===== src/hw/uart_line_pkg.sv =====
// uart line package, character width and serial timing vector types
package uart_line_pkg;

    // data bits per 8N1 frame, fixed because the beat struct width follows it
    localparam int unsigned DATA_BITS = 8;

    // width of the clocks-per-bit divider count
    localparam int unsigned BAUD_CNT_W = 16;

    // width of the data bit index
    localparam int unsigned BIT_IDX_W = $clog2(DATA_BITS);

    // one character as it travels on the line
    typedef logic [DATA_BITS-1:0] uart_byte_t;

    // clocks-per-bit divider count
    typedef logic [BAUD_CNT_W-1:0] baud_cnt_t;

    // selects one data bit within a frame
    typedef logic [BIT_IDX_W-1:0] bit_idx_t;

endpackage


===== src/hw/uart_stream_pkg.sv =====
// uart stream package, received beat layout and buffer pointer type
package uart_stream_pkg;

    import uart_line_pkg::*;

    // one received character with its stop-bit check
    typedef struct packed {
        uart_byte_t data;
        logic       frame_err; // stop bit sampled low
    } rx_beat_t;

    // buffer pointer, covers depths up to 16 plus the wrap bit
    localparam int unsigned FIFO_PTR_W = 5;

    typedef logic [FIFO_PTR_W-1:0] fifo_ptr_t;

endpackage


===== src/hw/uart_rx.sv =====
// uart receiver, samples 8N1 frames at bit centres and emits checked byte beats
`timescale 1ns/1ps

module uart_rx
    import uart_line_pkg::*;
    import uart_stream_pkg::*;
#(
    parameter int unsigned CLK_FREQ  = 125_000_000,
    parameter int unsigned BAUD_RATE = 115_200
) (
    input  logic     clk_i,
    input  logic     arstn_i,
    input  logic     uart_rx_i,
    output rx_beat_t beat_o,
    output logic     valid_o,
    input  logic     ready_i,
    output logic     drop_o
);

    localparam int unsigned CLKS_PER_BIT = CLK_FREQ / BAUD_RATE;
    localparam baud_cnt_t   BIT_LAST     = baud_cnt_t'(CLKS_PER_BIT - 1);
    localparam baud_cnt_t   HALF_LAST    = baud_cnt_t'(CLKS_PER_BIT / 2 - 1);
    localparam bit_idx_t    IDX_LAST     = bit_idx_t'(DATA_BITS - 1);

    typedef enum logic [2:0] {
        RX_IDLE,
        RX_START,
        RX_DATA,
        RX_STOP,
        RX_HOLD
    } rx_state_e;

    rx_state_e  state_q;
    rx_state_e  state_d;
    logic       rx_meta_q;
    logic       rx_sync_q;
    baud_cnt_t  baud_cnt_q;
    bit_idx_t   bit_idx_q;
    uart_byte_t data_q;
    logic       stop_q;
    rx_beat_t   beat_q;
    logic       valid_q;
    logic       drop_q;
    logic       half_end;
    logic       bit_end;
    logic       cnt_clr;
    logic       load_beat;

    assign half_end  = (state_q == RX_START) && (baud_cnt_q == HALF_LAST); // start bit centre
    assign bit_end   = (baud_cnt_q == BIT_LAST);
    assign cnt_clr   = (state_q == RX_IDLE) || (state_q == RX_HOLD) || half_end || bit_end;
    assign load_beat = (state_q == RX_HOLD) && (!valid_q || ready_i);

    always_comb begin
        state_d = state_q;
        case (state_q)
            RX_IDLE: begin
                if (!rx_sync_q) begin
                    state_d = RX_START;
                end
            end
            RX_START: begin
                if (half_end) begin
                    state_d = rx_sync_q ? RX_IDLE : RX_DATA; // glitch returns to idle
                end
            end
            RX_DATA: begin
                if (bit_end && (bit_idx_q == IDX_LAST)) begin
                    state_d = RX_STOP;
                end
            end
            RX_STOP: begin
                if (bit_end) begin
                    state_d = RX_HOLD;
                end
            end
            default: state_d = RX_IDLE; // hold lasts one cycle
        endcase
    end

    always_ff @(posedge clk_i or negedge arstn_i) begin
        if (!arstn_i) begin
            rx_meta_q  <= 1'b1; // line idles high
            rx_sync_q  <= 1'b1;
            state_q    <= RX_IDLE;
            baud_cnt_q <= '0;
            bit_idx_q  <= '0;
            valid_q    <= 1'b0;
            drop_q     <= 1'b0;
        end else begin
            rx_meta_q <= uart_rx_i;
            rx_sync_q <= rx_meta_q;
            state_q   <= state_d;
            if (cnt_clr) begin
                baud_cnt_q <= '0;
            end else begin
                baud_cnt_q <= baud_cnt_q + baud_cnt_t'(1);
            end
            if (half_end) begin
                bit_idx_q <= '0;
            end else if ((state_q == RX_DATA) && bit_end) begin
                bit_idx_q <= bit_idx_q + bit_idx_t'(1);
            end
            if (load_beat) begin
                valid_q <= 1'b1;
            end else if (ready_i) begin
                valid_q <= 1'b0;
            end
            drop_q <= (state_q == RX_HOLD) && !load_beat; // beat register still full
        end
    end

    always_ff @(posedge clk_i) begin
        if ((state_q == RX_DATA) && bit_end) begin
            data_q[bit_idx_q] <= rx_sync_q; // lsb first
        end
        if ((state_q == RX_STOP) && bit_end) begin
            stop_q <= rx_sync_q;
        end
        if (load_beat) begin
            beat_q.data      <= data_q;
            beat_q.frame_err <= ~stop_q;
        end
    end

    assign beat_o  = beat_q;
    assign valid_o = valid_q;
    assign drop_o  = drop_q;

endmodule


===== src/hw/uart_tx.sv =====
// uart transmitter, serialises host bytes into 8N1 frames
`timescale 1ns/1ps

module uart_tx
    import uart_line_pkg::*;
#(
    parameter int unsigned CLK_FREQ  = 125_000_000,
    parameter int unsigned BAUD_RATE = 115_200
) (
    input  logic       clk_i,
    input  logic       arstn_i,
    input  uart_byte_t byte_i,
    input  logic       valid_i,
    output logic       ready_o,
    output logic       uart_tx_o
);

    localparam int unsigned CLKS_PER_BIT = CLK_FREQ / BAUD_RATE;
    localparam baud_cnt_t   BIT_LAST     = baud_cnt_t'(CLKS_PER_BIT - 1);
    localparam bit_idx_t    IDX_LAST     = bit_idx_t'(DATA_BITS - 1);

    typedef enum logic [1:0] {
        TX_IDLE,
        TX_START,
        TX_DATA,
        TX_STOP
    } tx_state_e;

    tx_state_e  state_q;
    tx_state_e  state_d;
    baud_cnt_t  baud_cnt_q;
    bit_idx_t   bit_idx_q;
    uart_byte_t shift_q;
    logic       tx_q;
    logic       bit_end;
    logic       accept;

    assign bit_end = (baud_cnt_q == BIT_LAST);
    assign accept  = (state_q == TX_IDLE) && valid_i;

    always_comb begin
        state_d = state_q;
        case (state_q)
            TX_IDLE:  if (valid_i) state_d = TX_START;
            TX_START: if (bit_end) state_d = TX_DATA;
            TX_DATA:  if (bit_end && (bit_idx_q == IDX_LAST)) state_d = TX_STOP;
            default:  if (bit_end) state_d = TX_IDLE;
        endcase
    end

    always_ff @(posedge clk_i or negedge arstn_i) begin
        if (!arstn_i) begin
            state_q    <= TX_IDLE;
            baud_cnt_q <= '0;
            bit_idx_q  <= '0;
            tx_q       <= 1'b1; // line idles high
        end else begin
            state_q <= state_d;
            if ((state_q == TX_IDLE) || bit_end) begin
                baud_cnt_q <= '0;
            end else begin
                baud_cnt_q <= baud_cnt_q + baud_cnt_t'(1);
            end
            if (accept) begin
                tx_q      <= 1'b0; // start bit
                bit_idx_q <= '0;
            end else if ((state_q == TX_START) && bit_end) begin
                tx_q <= shift_q[0];
            end else if ((state_q == TX_DATA) && bit_end) begin
                tx_q      <= (bit_idx_q == IDX_LAST) ? 1'b1 : shift_q[1]; // stop bit after last
                bit_idx_q <= bit_idx_q + bit_idx_t'(1);
            end
        end
    end

    always_ff @(posedge clk_i) begin
        if (accept) begin
            shift_q <= byte_i;
        end else if ((state_q == TX_DATA) && bit_end) begin
            shift_q <= shift_q >> 1;
        end
    end

    assign ready_o   = (state_q == TX_IDLE);
    assign uart_tx_o = tx_q;

endmodule


===== src/hw/rx_byte_fifo.sv =====
// receive buffer, circular FIFO of byte beats with a sticky overrun flag
`timescale 1ns/1ps

module rx_byte_fifo
    import uart_stream_pkg::*;
#(
    parameter int unsigned FIFO_DEPTH = 4
) (
    input  logic     clk_i,
    input  logic     arstn_i,
    input  rx_beat_t wr_beat_i,
    input  logic     wr_valid_i,
    output logic     wr_ready_o,
    input  logic     drop_i,
    output rx_beat_t rd_beat_o,
    output logic     rd_valid_o,
    input  logic     rd_ready_i,
    output logic     overrun_o
);

    localparam int unsigned AW = $clog2(FIFO_DEPTH);

    rx_beat_t  mem_q [FIFO_DEPTH];
    fifo_ptr_t wr_ptr_q;
    fifo_ptr_t rd_ptr_q;
    logic      full;
    logic      empty;
    logic      push;
    logic      pop;
    logic      overrun_q;

    // wrap bit differs and addresses match when full
    assign full  = (wr_ptr_q[AW] != rd_ptr_q[AW]) && (wr_ptr_q[AW-1:0] == rd_ptr_q[AW-1:0]);
    assign empty = (wr_ptr_q[AW:0] == rd_ptr_q[AW:0]);
    assign push  = wr_valid_i && !full;
    assign pop   = rd_ready_i && !empty;

    always_ff @(posedge clk_i or negedge arstn_i) begin
        if (!arstn_i) begin
            wr_ptr_q  <= '0;
            rd_ptr_q  <= '0;
            overrun_q <= 1'b0;
        end else begin
            if (push) begin
                wr_ptr_q <= wr_ptr_q + fifo_ptr_t'(1);
            end
            if (pop) begin
                rd_ptr_q <= rd_ptr_q + fifo_ptr_t'(1);
            end
            if (drop_i) begin
                overrun_q <= 1'b1; // sticky until reset
            end
        end
    end

    always_ff @(posedge clk_i) begin
        if (push) begin
            mem_q[wr_ptr_q[AW-1:0]] <= wr_beat_i;
        end
    end

    assign wr_ready_o = !full;
    assign rd_beat_o  = mem_q[rd_ptr_q[AW-1:0]];
    assign rd_valid_o = !empty;
    assign overrun_o  = overrun_q;

endmodule


===== src/hw/uart_bridge_top.sv =====
// uart bridge top, links receiver, receive FIFO and transmitter to the host streams
`timescale 1ns/1ps

module uart_bridge_top
    import uart_line_pkg::*;
    import uart_stream_pkg::*;
#(
    parameter int unsigned CLK_FREQ   = 125_000_000,
    parameter int unsigned BAUD_RATE  = 115_200,
    parameter int unsigned FIFO_DEPTH = 4 // power of two, at most 16
) (
    input  logic       clk_i,
    input  logic       arstn_i,
    input  logic       uart_rx_i,
    output logic       uart_tx_o,
    output rx_beat_t   host_rx_o,
    output logic       host_rx_valid_o,
    input  logic       host_rx_ready_i,
    input  uart_byte_t host_tx_i,
    input  logic       host_tx_valid_i,
    output logic       host_tx_ready_o,
    output logic       rx_overrun_o
);

    rx_beat_t rx_beat;
    logic     rx_valid;
    logic     rx_ready;
    logic     rx_drop;

    uart_rx #(
        .CLK_FREQ  (CLK_FREQ),
        .BAUD_RATE (BAUD_RATE)
    ) i_uart_rx (
        .clk_i     (clk_i),
        .arstn_i   (arstn_i),
        .uart_rx_i (uart_rx_i),
        .beat_o    (rx_beat),
        .valid_o   (rx_valid),
        .ready_i   (rx_ready),
        .drop_o    (rx_drop)
    );

    rx_byte_fifo #(
        .FIFO_DEPTH (FIFO_DEPTH)
    ) i_rx_byte_fifo (
        .clk_i      (clk_i),
        .arstn_i    (arstn_i),
        .wr_beat_i  (rx_beat),
        .wr_valid_i (rx_valid),
        .wr_ready_o (rx_ready),
        .drop_i     (rx_drop),
        .rd_beat_o  (host_rx_o),
        .rd_valid_o (host_rx_valid_o),
        .rd_ready_i (host_rx_ready_i),
        .overrun_o  (rx_overrun_o)
    );

    uart_tx #(
        .CLK_FREQ  (CLK_FREQ),
        .BAUD_RATE (BAUD_RATE)
    ) i_uart_tx (
        .clk_i     (clk_i),
        .arstn_i   (arstn_i),
        .byte_i    (host_tx_i),
        .valid_i   (host_tx_valid_i),
        .ready_o   (host_tx_ready_o),
        .uart_tx_o (uart_tx_o)
    );

endmodule


===== config.mk =====
export PLATFORM = sky130hd
export DESIGN_NAME = uart_bridge_top
export DESIGN_NICKNAME = d
export VERILOG_FILES = /design/src/hw/uart_line_pkg.sv /design/src/hw/uart_stream_pkg.sv /design/src/hw/uart_rx.sv /design/src/hw/uart_tx.sv /design/src/hw/rx_byte_fifo.sv /design/src/hw/uart_bridge_top.sv
export SDC_FILE = /design/constraint.sdc
export NUM_CORES = 1
export LEC_CHECK = 0
export BUFFER_PORTS_ARGS = -buffer_cell sky130_fd_sc_hd__buf_4
export CAP_MARGIN = 20
export CORE_AREA = 2 2 79 112
export DETAILED_ROUTE_END_ITERATION = 8
export DIE_AREA = 0 0 81 114
export PLACE_DENSITY = 0.89
export SYNTH_ARGS = -nofsm -noshare
export SYNTH_HDL_FRONTEND = slang
export SYNTH_SLANG_ARGS = --single-unit

===== constraint.sdc =====
create_clock -name clk_i -period 3.75 [get_ports clk_i]
set_clock_uncertainty 0.1 [all_clocks]
set_input_delay 0.375 -clock clk_i [delete_from_list [all_inputs] [get_ports clk_i]]
set_output_delay 0.375 -clock clk_i [all_outputs]
set_load 0.02 [all_outputs]

---- Word level (Yosys, flattened, before mapping) ----
Memory sizes are Yosys's and may differ from the RTL's.
Cells that the tools add are included.
storage, ports and cells
  register bits ........................... 85
  RAM bits ................................ 36
  bits of input ports ..................... 13
  output and inout bits ................... 13
  word-level logic and storage cells ...... 115
  memories kept ........................... 1
operators by class
  $add $sub $neg .......................... 6
  magnitude comparators ................... 2
  equal/unequal tests ..................... 23
  multiplexer cells ....................... 31
  bitwise gates (word level) .............. 1
  reduce and logical (&&, ||, !) cells .... 32
memory list
  memory                words  bits a word  rd ports  clocked after Yosys merged registers in  wr ports  line                text
  i_rx_byte_fifo.mem_q  4      9            1         0                                        1         rx_byte_fifo.sv:23  rx_beat_t mem_q [FIFO_DEPTH];
operators with widths
  cell                                                         number
  adder 16 x 1 -> 16 bit (second input constant)               2
  == test 16 x 11 -> 1 bit (second input constant)             2
  2-to-1 mux 16 bit                                            2
  2-to-1 mux 3 bit                                             9
  == test 16 x 10 -> 1 bit (second input constant)             1
  2-to-1 mux 8 bit                                             2
  logical AND 1 bit                                            14
  inequality test 2 x 1 -> 1 bit (second input constant)       6
  one-hot mux 3 bit (4 select lines)                           1
  adder 5 x 1 -> 5 bit (second input constant)                 2
  2-to-1 mux 2 bit                                             5
  == test 3 bit (second input constant)                        3
  2-to-1 mux 1 bit                                             9
  bitwise mux 8 bit                                            1
  AND reduction 4 bit                                          2
  adder 3 x 1 -> 3 bit (second input constant)                 2
  == test 3 x 2 -> 1 bit (second input constant)               2
  inequality test 2 bit (second input constant)                3
  one-hot mux 2 bit (3 select lines)                           1
  nonzero test 3 bit                                           2
  logical OR 1 bit                                             5
  zero test 1 bit                                              4
  less-than comparator 3 x 4 -> 1 bit (second input constant)  1
  nonzero test 2 bit                                           2
  12 further kinds                                             12

---- Logic depth before layout (Yosys ltp) ----
  word-level depth ........................ 7
  mapped depth ............................ 8
  mapped depth without buffers ............ 6

---- Modules after synthesis ----
A second synthesis with hierarchy kept.
second synthesis, totals
  cells, all modules ...................... 406
  area, all modules ....................... 5340.1 sq um
by module, submodules not included
  module        times used  cells each  area an instance (sq um)  sequential area each (sq um)
  uart_rx       1           166         1934.4                    1193.6
  rx_byte_fifo  1           96          1805.5                    1256.2
  uart_tx       1           144         1600.3                    792.0

---- Worst setup path after synthesis ----
OpenSTA, ideal clock, no wires.
  path type ............................... register to register
  start ................................... reg i_uart_tx.baud_cnt_q[0]
  end ..................................... reg i_uart_tx.shift_q[0] (enable)
  library setup time ...................... 0.384 ns
  arrival ................................. 1.873 ns
  required time ........................... 3.266 ns
  slack ................................... 1.393 ns
  stages on the path, launching flop included .. 6
  buffers on the path ..................... 0
  period minus slack after synthesis ...... 2.357 ns
  cells stage by stage .................... dfrtp_1 inv_1 ha_1 nor4bb_1 nand4_1 o21ai_0
between the ends
  longest elaborated chain between the ends .. 3
ends and longest elaborated chain
  element                              line           text
  start: declaration                   uart_tx.sv:31  baud_cnt_t baud_cnt_q;
  start signal: assignment             uart_tx.sv:62  baud_cnt_q <= baud_cnt_q + baud_cnt_t'(1);
  == test 16 x 11 -> 1 bit             uart_tx.sv:38  assign bit_end = (baud_cnt_q == BIT_LAST);
  logical AND 1 bit                    uart_tx.sv:79  end else if ((state_q == TX_DATA) && bit_end) begin
  nonzero test 2 bit (no source line)  n/a
  end signal: assignment               uart_tx.sv:78  shift_q <= byte_i;
  end signal: assignment               uart_tx.sv:80  shift_q <= shift_q >> 1;
  end: declaration                     uart_tx.sv:33  uart_byte_t shift_q;
No other way between the ends.
A chain may end at the register's enable or synchronous reset.

---- Final worst setup path ----
  start ................................... reg i_rx_byte_fifo.rd_ptr_q[0]
  end ..................................... mem i_rx_byte_fifo.mem_q[3][0] in the netlist's numbering (enable)
between the ends
  longest elaborated chain between the ends .. 6
ends and longest elaborated chain
  element                                 line                text
  start: declaration                      rx_byte_fifo.sv:25  fifo_ptr_t rd_ptr_q;
  start signal: assignment                rx_byte_fifo.sv:48  rd_ptr_q <= rd_ptr_q + fifo_ptr_t'(1);
  == test 2 bit                           rx_byte_fifo.sv:33  assign full = (wr_ptr_q[AW] != rd_ptr_q[AW]) && (wr_ptr_q[AW-1:0] == rd_ptr_q[AW-1:0]);
  logical AND 1 bit                       rx_byte_fifo.sv:33
  zero test 1 bit                         rx_byte_fifo.sv:35  assign push = wr_valid_i && !full;
  logical AND 1 bit                       rx_byte_fifo.sv:35
  2-to-1 mux 1 bit                        rx_byte_fifo.sv:57  if (push) begin
  2-to-1 mux 1 bit (implied by the code)  rx_byte_fifo.sv:58  mem_q[wr_ptr_q[AW-1:0]] <= wr_beat_i;
  end: declaration                        rx_byte_fifo.sv:23
No other way between the ends.

==> metrics.csv <==
metric,value,unit
combinational_family_with_the_most_area_after_synthesis,simple AND/OR/NAND/NOR gates,
n_fill_cell,524,
finalNetCount,455,
detail-route-antenna-nets,0,
maxCapViolCount,0,
synth_area_leader_cell,sky130_fd_sc_hd__edfxtp_1,
antenna_found_initial,0,
postCtsHoldBufs,2,
highest_net_fanout_along_the_worst_path,12,
worst_slew_pin_slew,0.807,ns
critPathTopFamily,flip-flops,
drc,0,
ratio_of_final_minimum_period_to_clock_period,0.694,
cp_data_required_time,3.70,ns
holdCritPathClass,primary input to register,
clk_root_buffer_cell,sky130_fd_sc_hd__clkbuf_16,
maximum_clock_rate,384,MHz
numPortBuffers,25,
first_pass_iters,4,
synth_compound_gate_area_share,0.0359,
yosys-mux-area-fraction,0.0600,
timing.critical_path.from_type,register,
worstSetupEndpointType,register,
most_instantiated_library_cell_after_synthesis,sky130_fd_sc_hd__edfxtp_1,
top_cell_types_by_occurrence_after_synthesis,"sky130_fd_sc_hd__edfxtp_1, sky130_fd_sc_hd__dfrtp_1, sky130_fd_sc_hd__nor2_1",
synthCells,389,
cts_resized,0,
yosysTopAreaCellShare,0.356,
yosys_register_bits,117,
total_clock_buffers_created_by_cts,17,
synth.cell_area,5230,µm²
synth_cell_types,54,
die_area,9230,µm²
critical-path-max-stage-delay,0.81,ns
multiInputGateArea,1860,µm²
synth.net_count,419,
cts_max_path_buffers,2,
synthSimpleGateAreaFrac,0.160,
netlist_top_cells_area,"sky130_fd_sc_hd__edfxtp_1, sky130_fd_sc_hd__dfrtp_1, sky130_fd_sc_hd__ha_1",
tritoncts_num_sinks,117,
layout.area.seq,3240,µm²
synth.avg_cell_area,13.5,µm²
clk_transition_reported_paths,0.06,ns
critical_path_buf_inv_count,0,
ys.flop_type,sky130_fd_sc_hd__edfxtp_1,
io_pins,26,
initial_utilization,0.630,
crit_path_cell_trace,xnor2_1 > a31oi_1 > and2_1,
overflow,0,
place.gp.congestion,0.812,
core_area,8310,µm²
cts_max_level,4,
detailed_place.area,5500,µm²
dp_hpwl,6350,µm
first_global_vias,3369,
power_density_relative_to_cell_area,479,nW/µm²
slew_viol_final,0,
layout-drive-gt1-share,0.210,
post_synth_fa_ha_maj_area_fraction,0.0407,
slowest_stage_cell_cp,sky130_fd_sc_hd__dfrtp_1,
cts_tree,yes,
number_of_warnings_printed_during_yosys_synthesis,0,
grt_setup_unrepaired,no,
worst_skew_pair.late_latency,0.41,ns
status,"complete, no violations",
die_height,114,µm
postRouteWirelength,10100,µm
max-slew-margin-rel,0.461,
grt_pass1_wl,16700,µm
finalHoldViolCount,0,
routed-via-count,3263,
postLayoutCellArea,6090,µm²
post-route-min-period,2.60,ns
global_route.usage.total,0.247,
grt_start_max_net_pins,56,
timing.setup.tns,0,ns
critical_path_arrival,2.55,ns
synth_seq_area_share,0.620,
post_synth_xor_area_fraction,0.0586,
postCtsSetupBuffers,0,
initialDrtViolationCount,236,
path_class,register to register,
setup_viol,0,
diodes,0,
asyncSetResetFlopFracSynth,0.470,
fp.dieW,81,µm
power.ir.vdd_worst,470,µV
placement_rows,40,
avgViaCountPerCell,6.01,
synthToLayoutAreaGrowth,16.4,%
p_leak,0.00229,µW
wl_per_cell,18.7,µm
number_of_enable_flip_flop_cells_after_synthesis,62,
through the flow:
stage	util	total power (µW)	std cells	setup slack (ns)	hold WS, ns
floorplan	-	1370	389	1.39	-0.0206
global placement	0.663	1400	509	1.43	0.246
detailed placement	0.663	1400	509	1.23	0.247
CTS	0.733	2930	543	1.15	0.153
global route	0.733	2990	543	0.893	0.166
finish	0.733	2920	543	1.15	0.163
cell families (layout without fill, tap and decap cells):
| logic type | after synthesis | count (layout) |
|---|---|---|
| simple gates | 142 | 142 |
| flops | 117 | 117 |
| xor+xnor | 35 | 35 |
| buf+inv | 31 | 80 |
| compound gates | 28 | 28 |
| mux | 19 | 19 |
| fa+ha+maj | 17 | 17 |
flip-flops by register name, summed over array words and instances, names as in the netlist:
signal / cells
i_uart_tx.baud_cnt_q: 16
i_rx_byte_fifo.mem_q: 36
i_uart_tx.uart_tx_o: 1
i_rx_byte_fifo.wr_ptr_q: 3
i_rx_byte_fifo.overrun_o: 1
i_uart_tx.shift_q: 8
i_uart_tx.bit_idx_q: 3
i_uart_rx.rx_meta_q: 1
i_uart_rx.state_q: 3
i_uart_tx.state_q: 2
i_uart_rx.valid_o: 1
i_uart_rx.drop_o: 1
i_uart_rx.data_q: 8
i_uart_rx.rx_sync_q: 1
i_rx_byte_fifo.rd_ptr_q: 3
i_uart_rx.stop_q: 1
i_uart_rx.beat_o: 9
i_uart_rx.baud_cnt_q: 16
i_uart_rx.bit_idx_q: 3
final timing paths:
check                                           startpoint                         end  slack, ns  cells after the start
worst max-delay path            i_rx_byte_fifo.rd_ptr_q[0]  i_rx_byte_fifo.mem_q[3][0]       1.15                      3
worst min-delay path                          host_tx_i[5]        i_uart_tx.shift_q[5]       0.16                      2
worst max register to register  i_rx_byte_fifo.rd_ptr_q[0]  i_rx_byte_fifo.mem_q[3][0]       1.15                      3
worst min register to register         i_uart_rx.rx_meta_q         i_uart_rx.rx_sync_q       0.25                      0
max in group asynchronous                          arstn_i     i_uart_rx.baud_cnt_q[7]       2.65                      2
min in group asynchronous                          arstn_i      i_uart_tx.bit_idx_q[1]       0.46                      2
worst reg2reg max path, stage by stage (launching register included):
cell,delay [ns]
sky130_fd_sc_hd__dfrtp_1,0.81
sky130_fd_sc_hd__xnor2_1,0.30
sky130_fd_sc_hd__a31oi_1,0.51
sky130_fd_sc_hd__and2_1,0.51
layout make-up:
type,count,share of cell area
sequential,117,0.532
multi-input combinational,241,0.305
clock buffer,18,0.0705
timing repair buffer,29,0.0366
clock inverter,14,0.0224
tap,105,0.0216
inverter,19,0.0117
layer usage:
metal,up-vias,wire (µm),track usage
met5,-,0,0
met4,0,210,0.137
met3,17,357,0.0475
met2,101,5550,0.427
met1,1641,4010,0.284
li1,1504,-,-
cells in the final DEF (no fill, tap or decap), types with 17 or more instances in the layout:
cell	n
sky130_fd_sc_hd__xnor2_1	24
sky130_fd_sc_hd__edfxtp_1	62
sky130_fd_sc_hd__nand2_1	17
sky130_fd_sc_hd__inv_1	19
sky130_fd_sc_hd__dfrtp_1	52
sky130_fd_sc_hd__nand3_1	17
sky130_fd_sc_hd__nor2_1	38
sky130_fd_sc_hd__buf_4	27
sky130_fd_sc_hd__ha_1	17
sky130_fd_sc_hd__clkbuf_16	17
power by group:
group | leakage (µW) | internal [µW] | switching (µW) | total (µW)
logic | 0.000787 | 9.51 | 13.7 | 23.2
clock network | 0.000269 | 969 | 573 | 1540
registers | 0.00124 | 1350 | 1.65 | 1350
total | 0.00229 | 2330 | 589 | 2920
No activity file was read; power rests on OpenSTA's default activity.
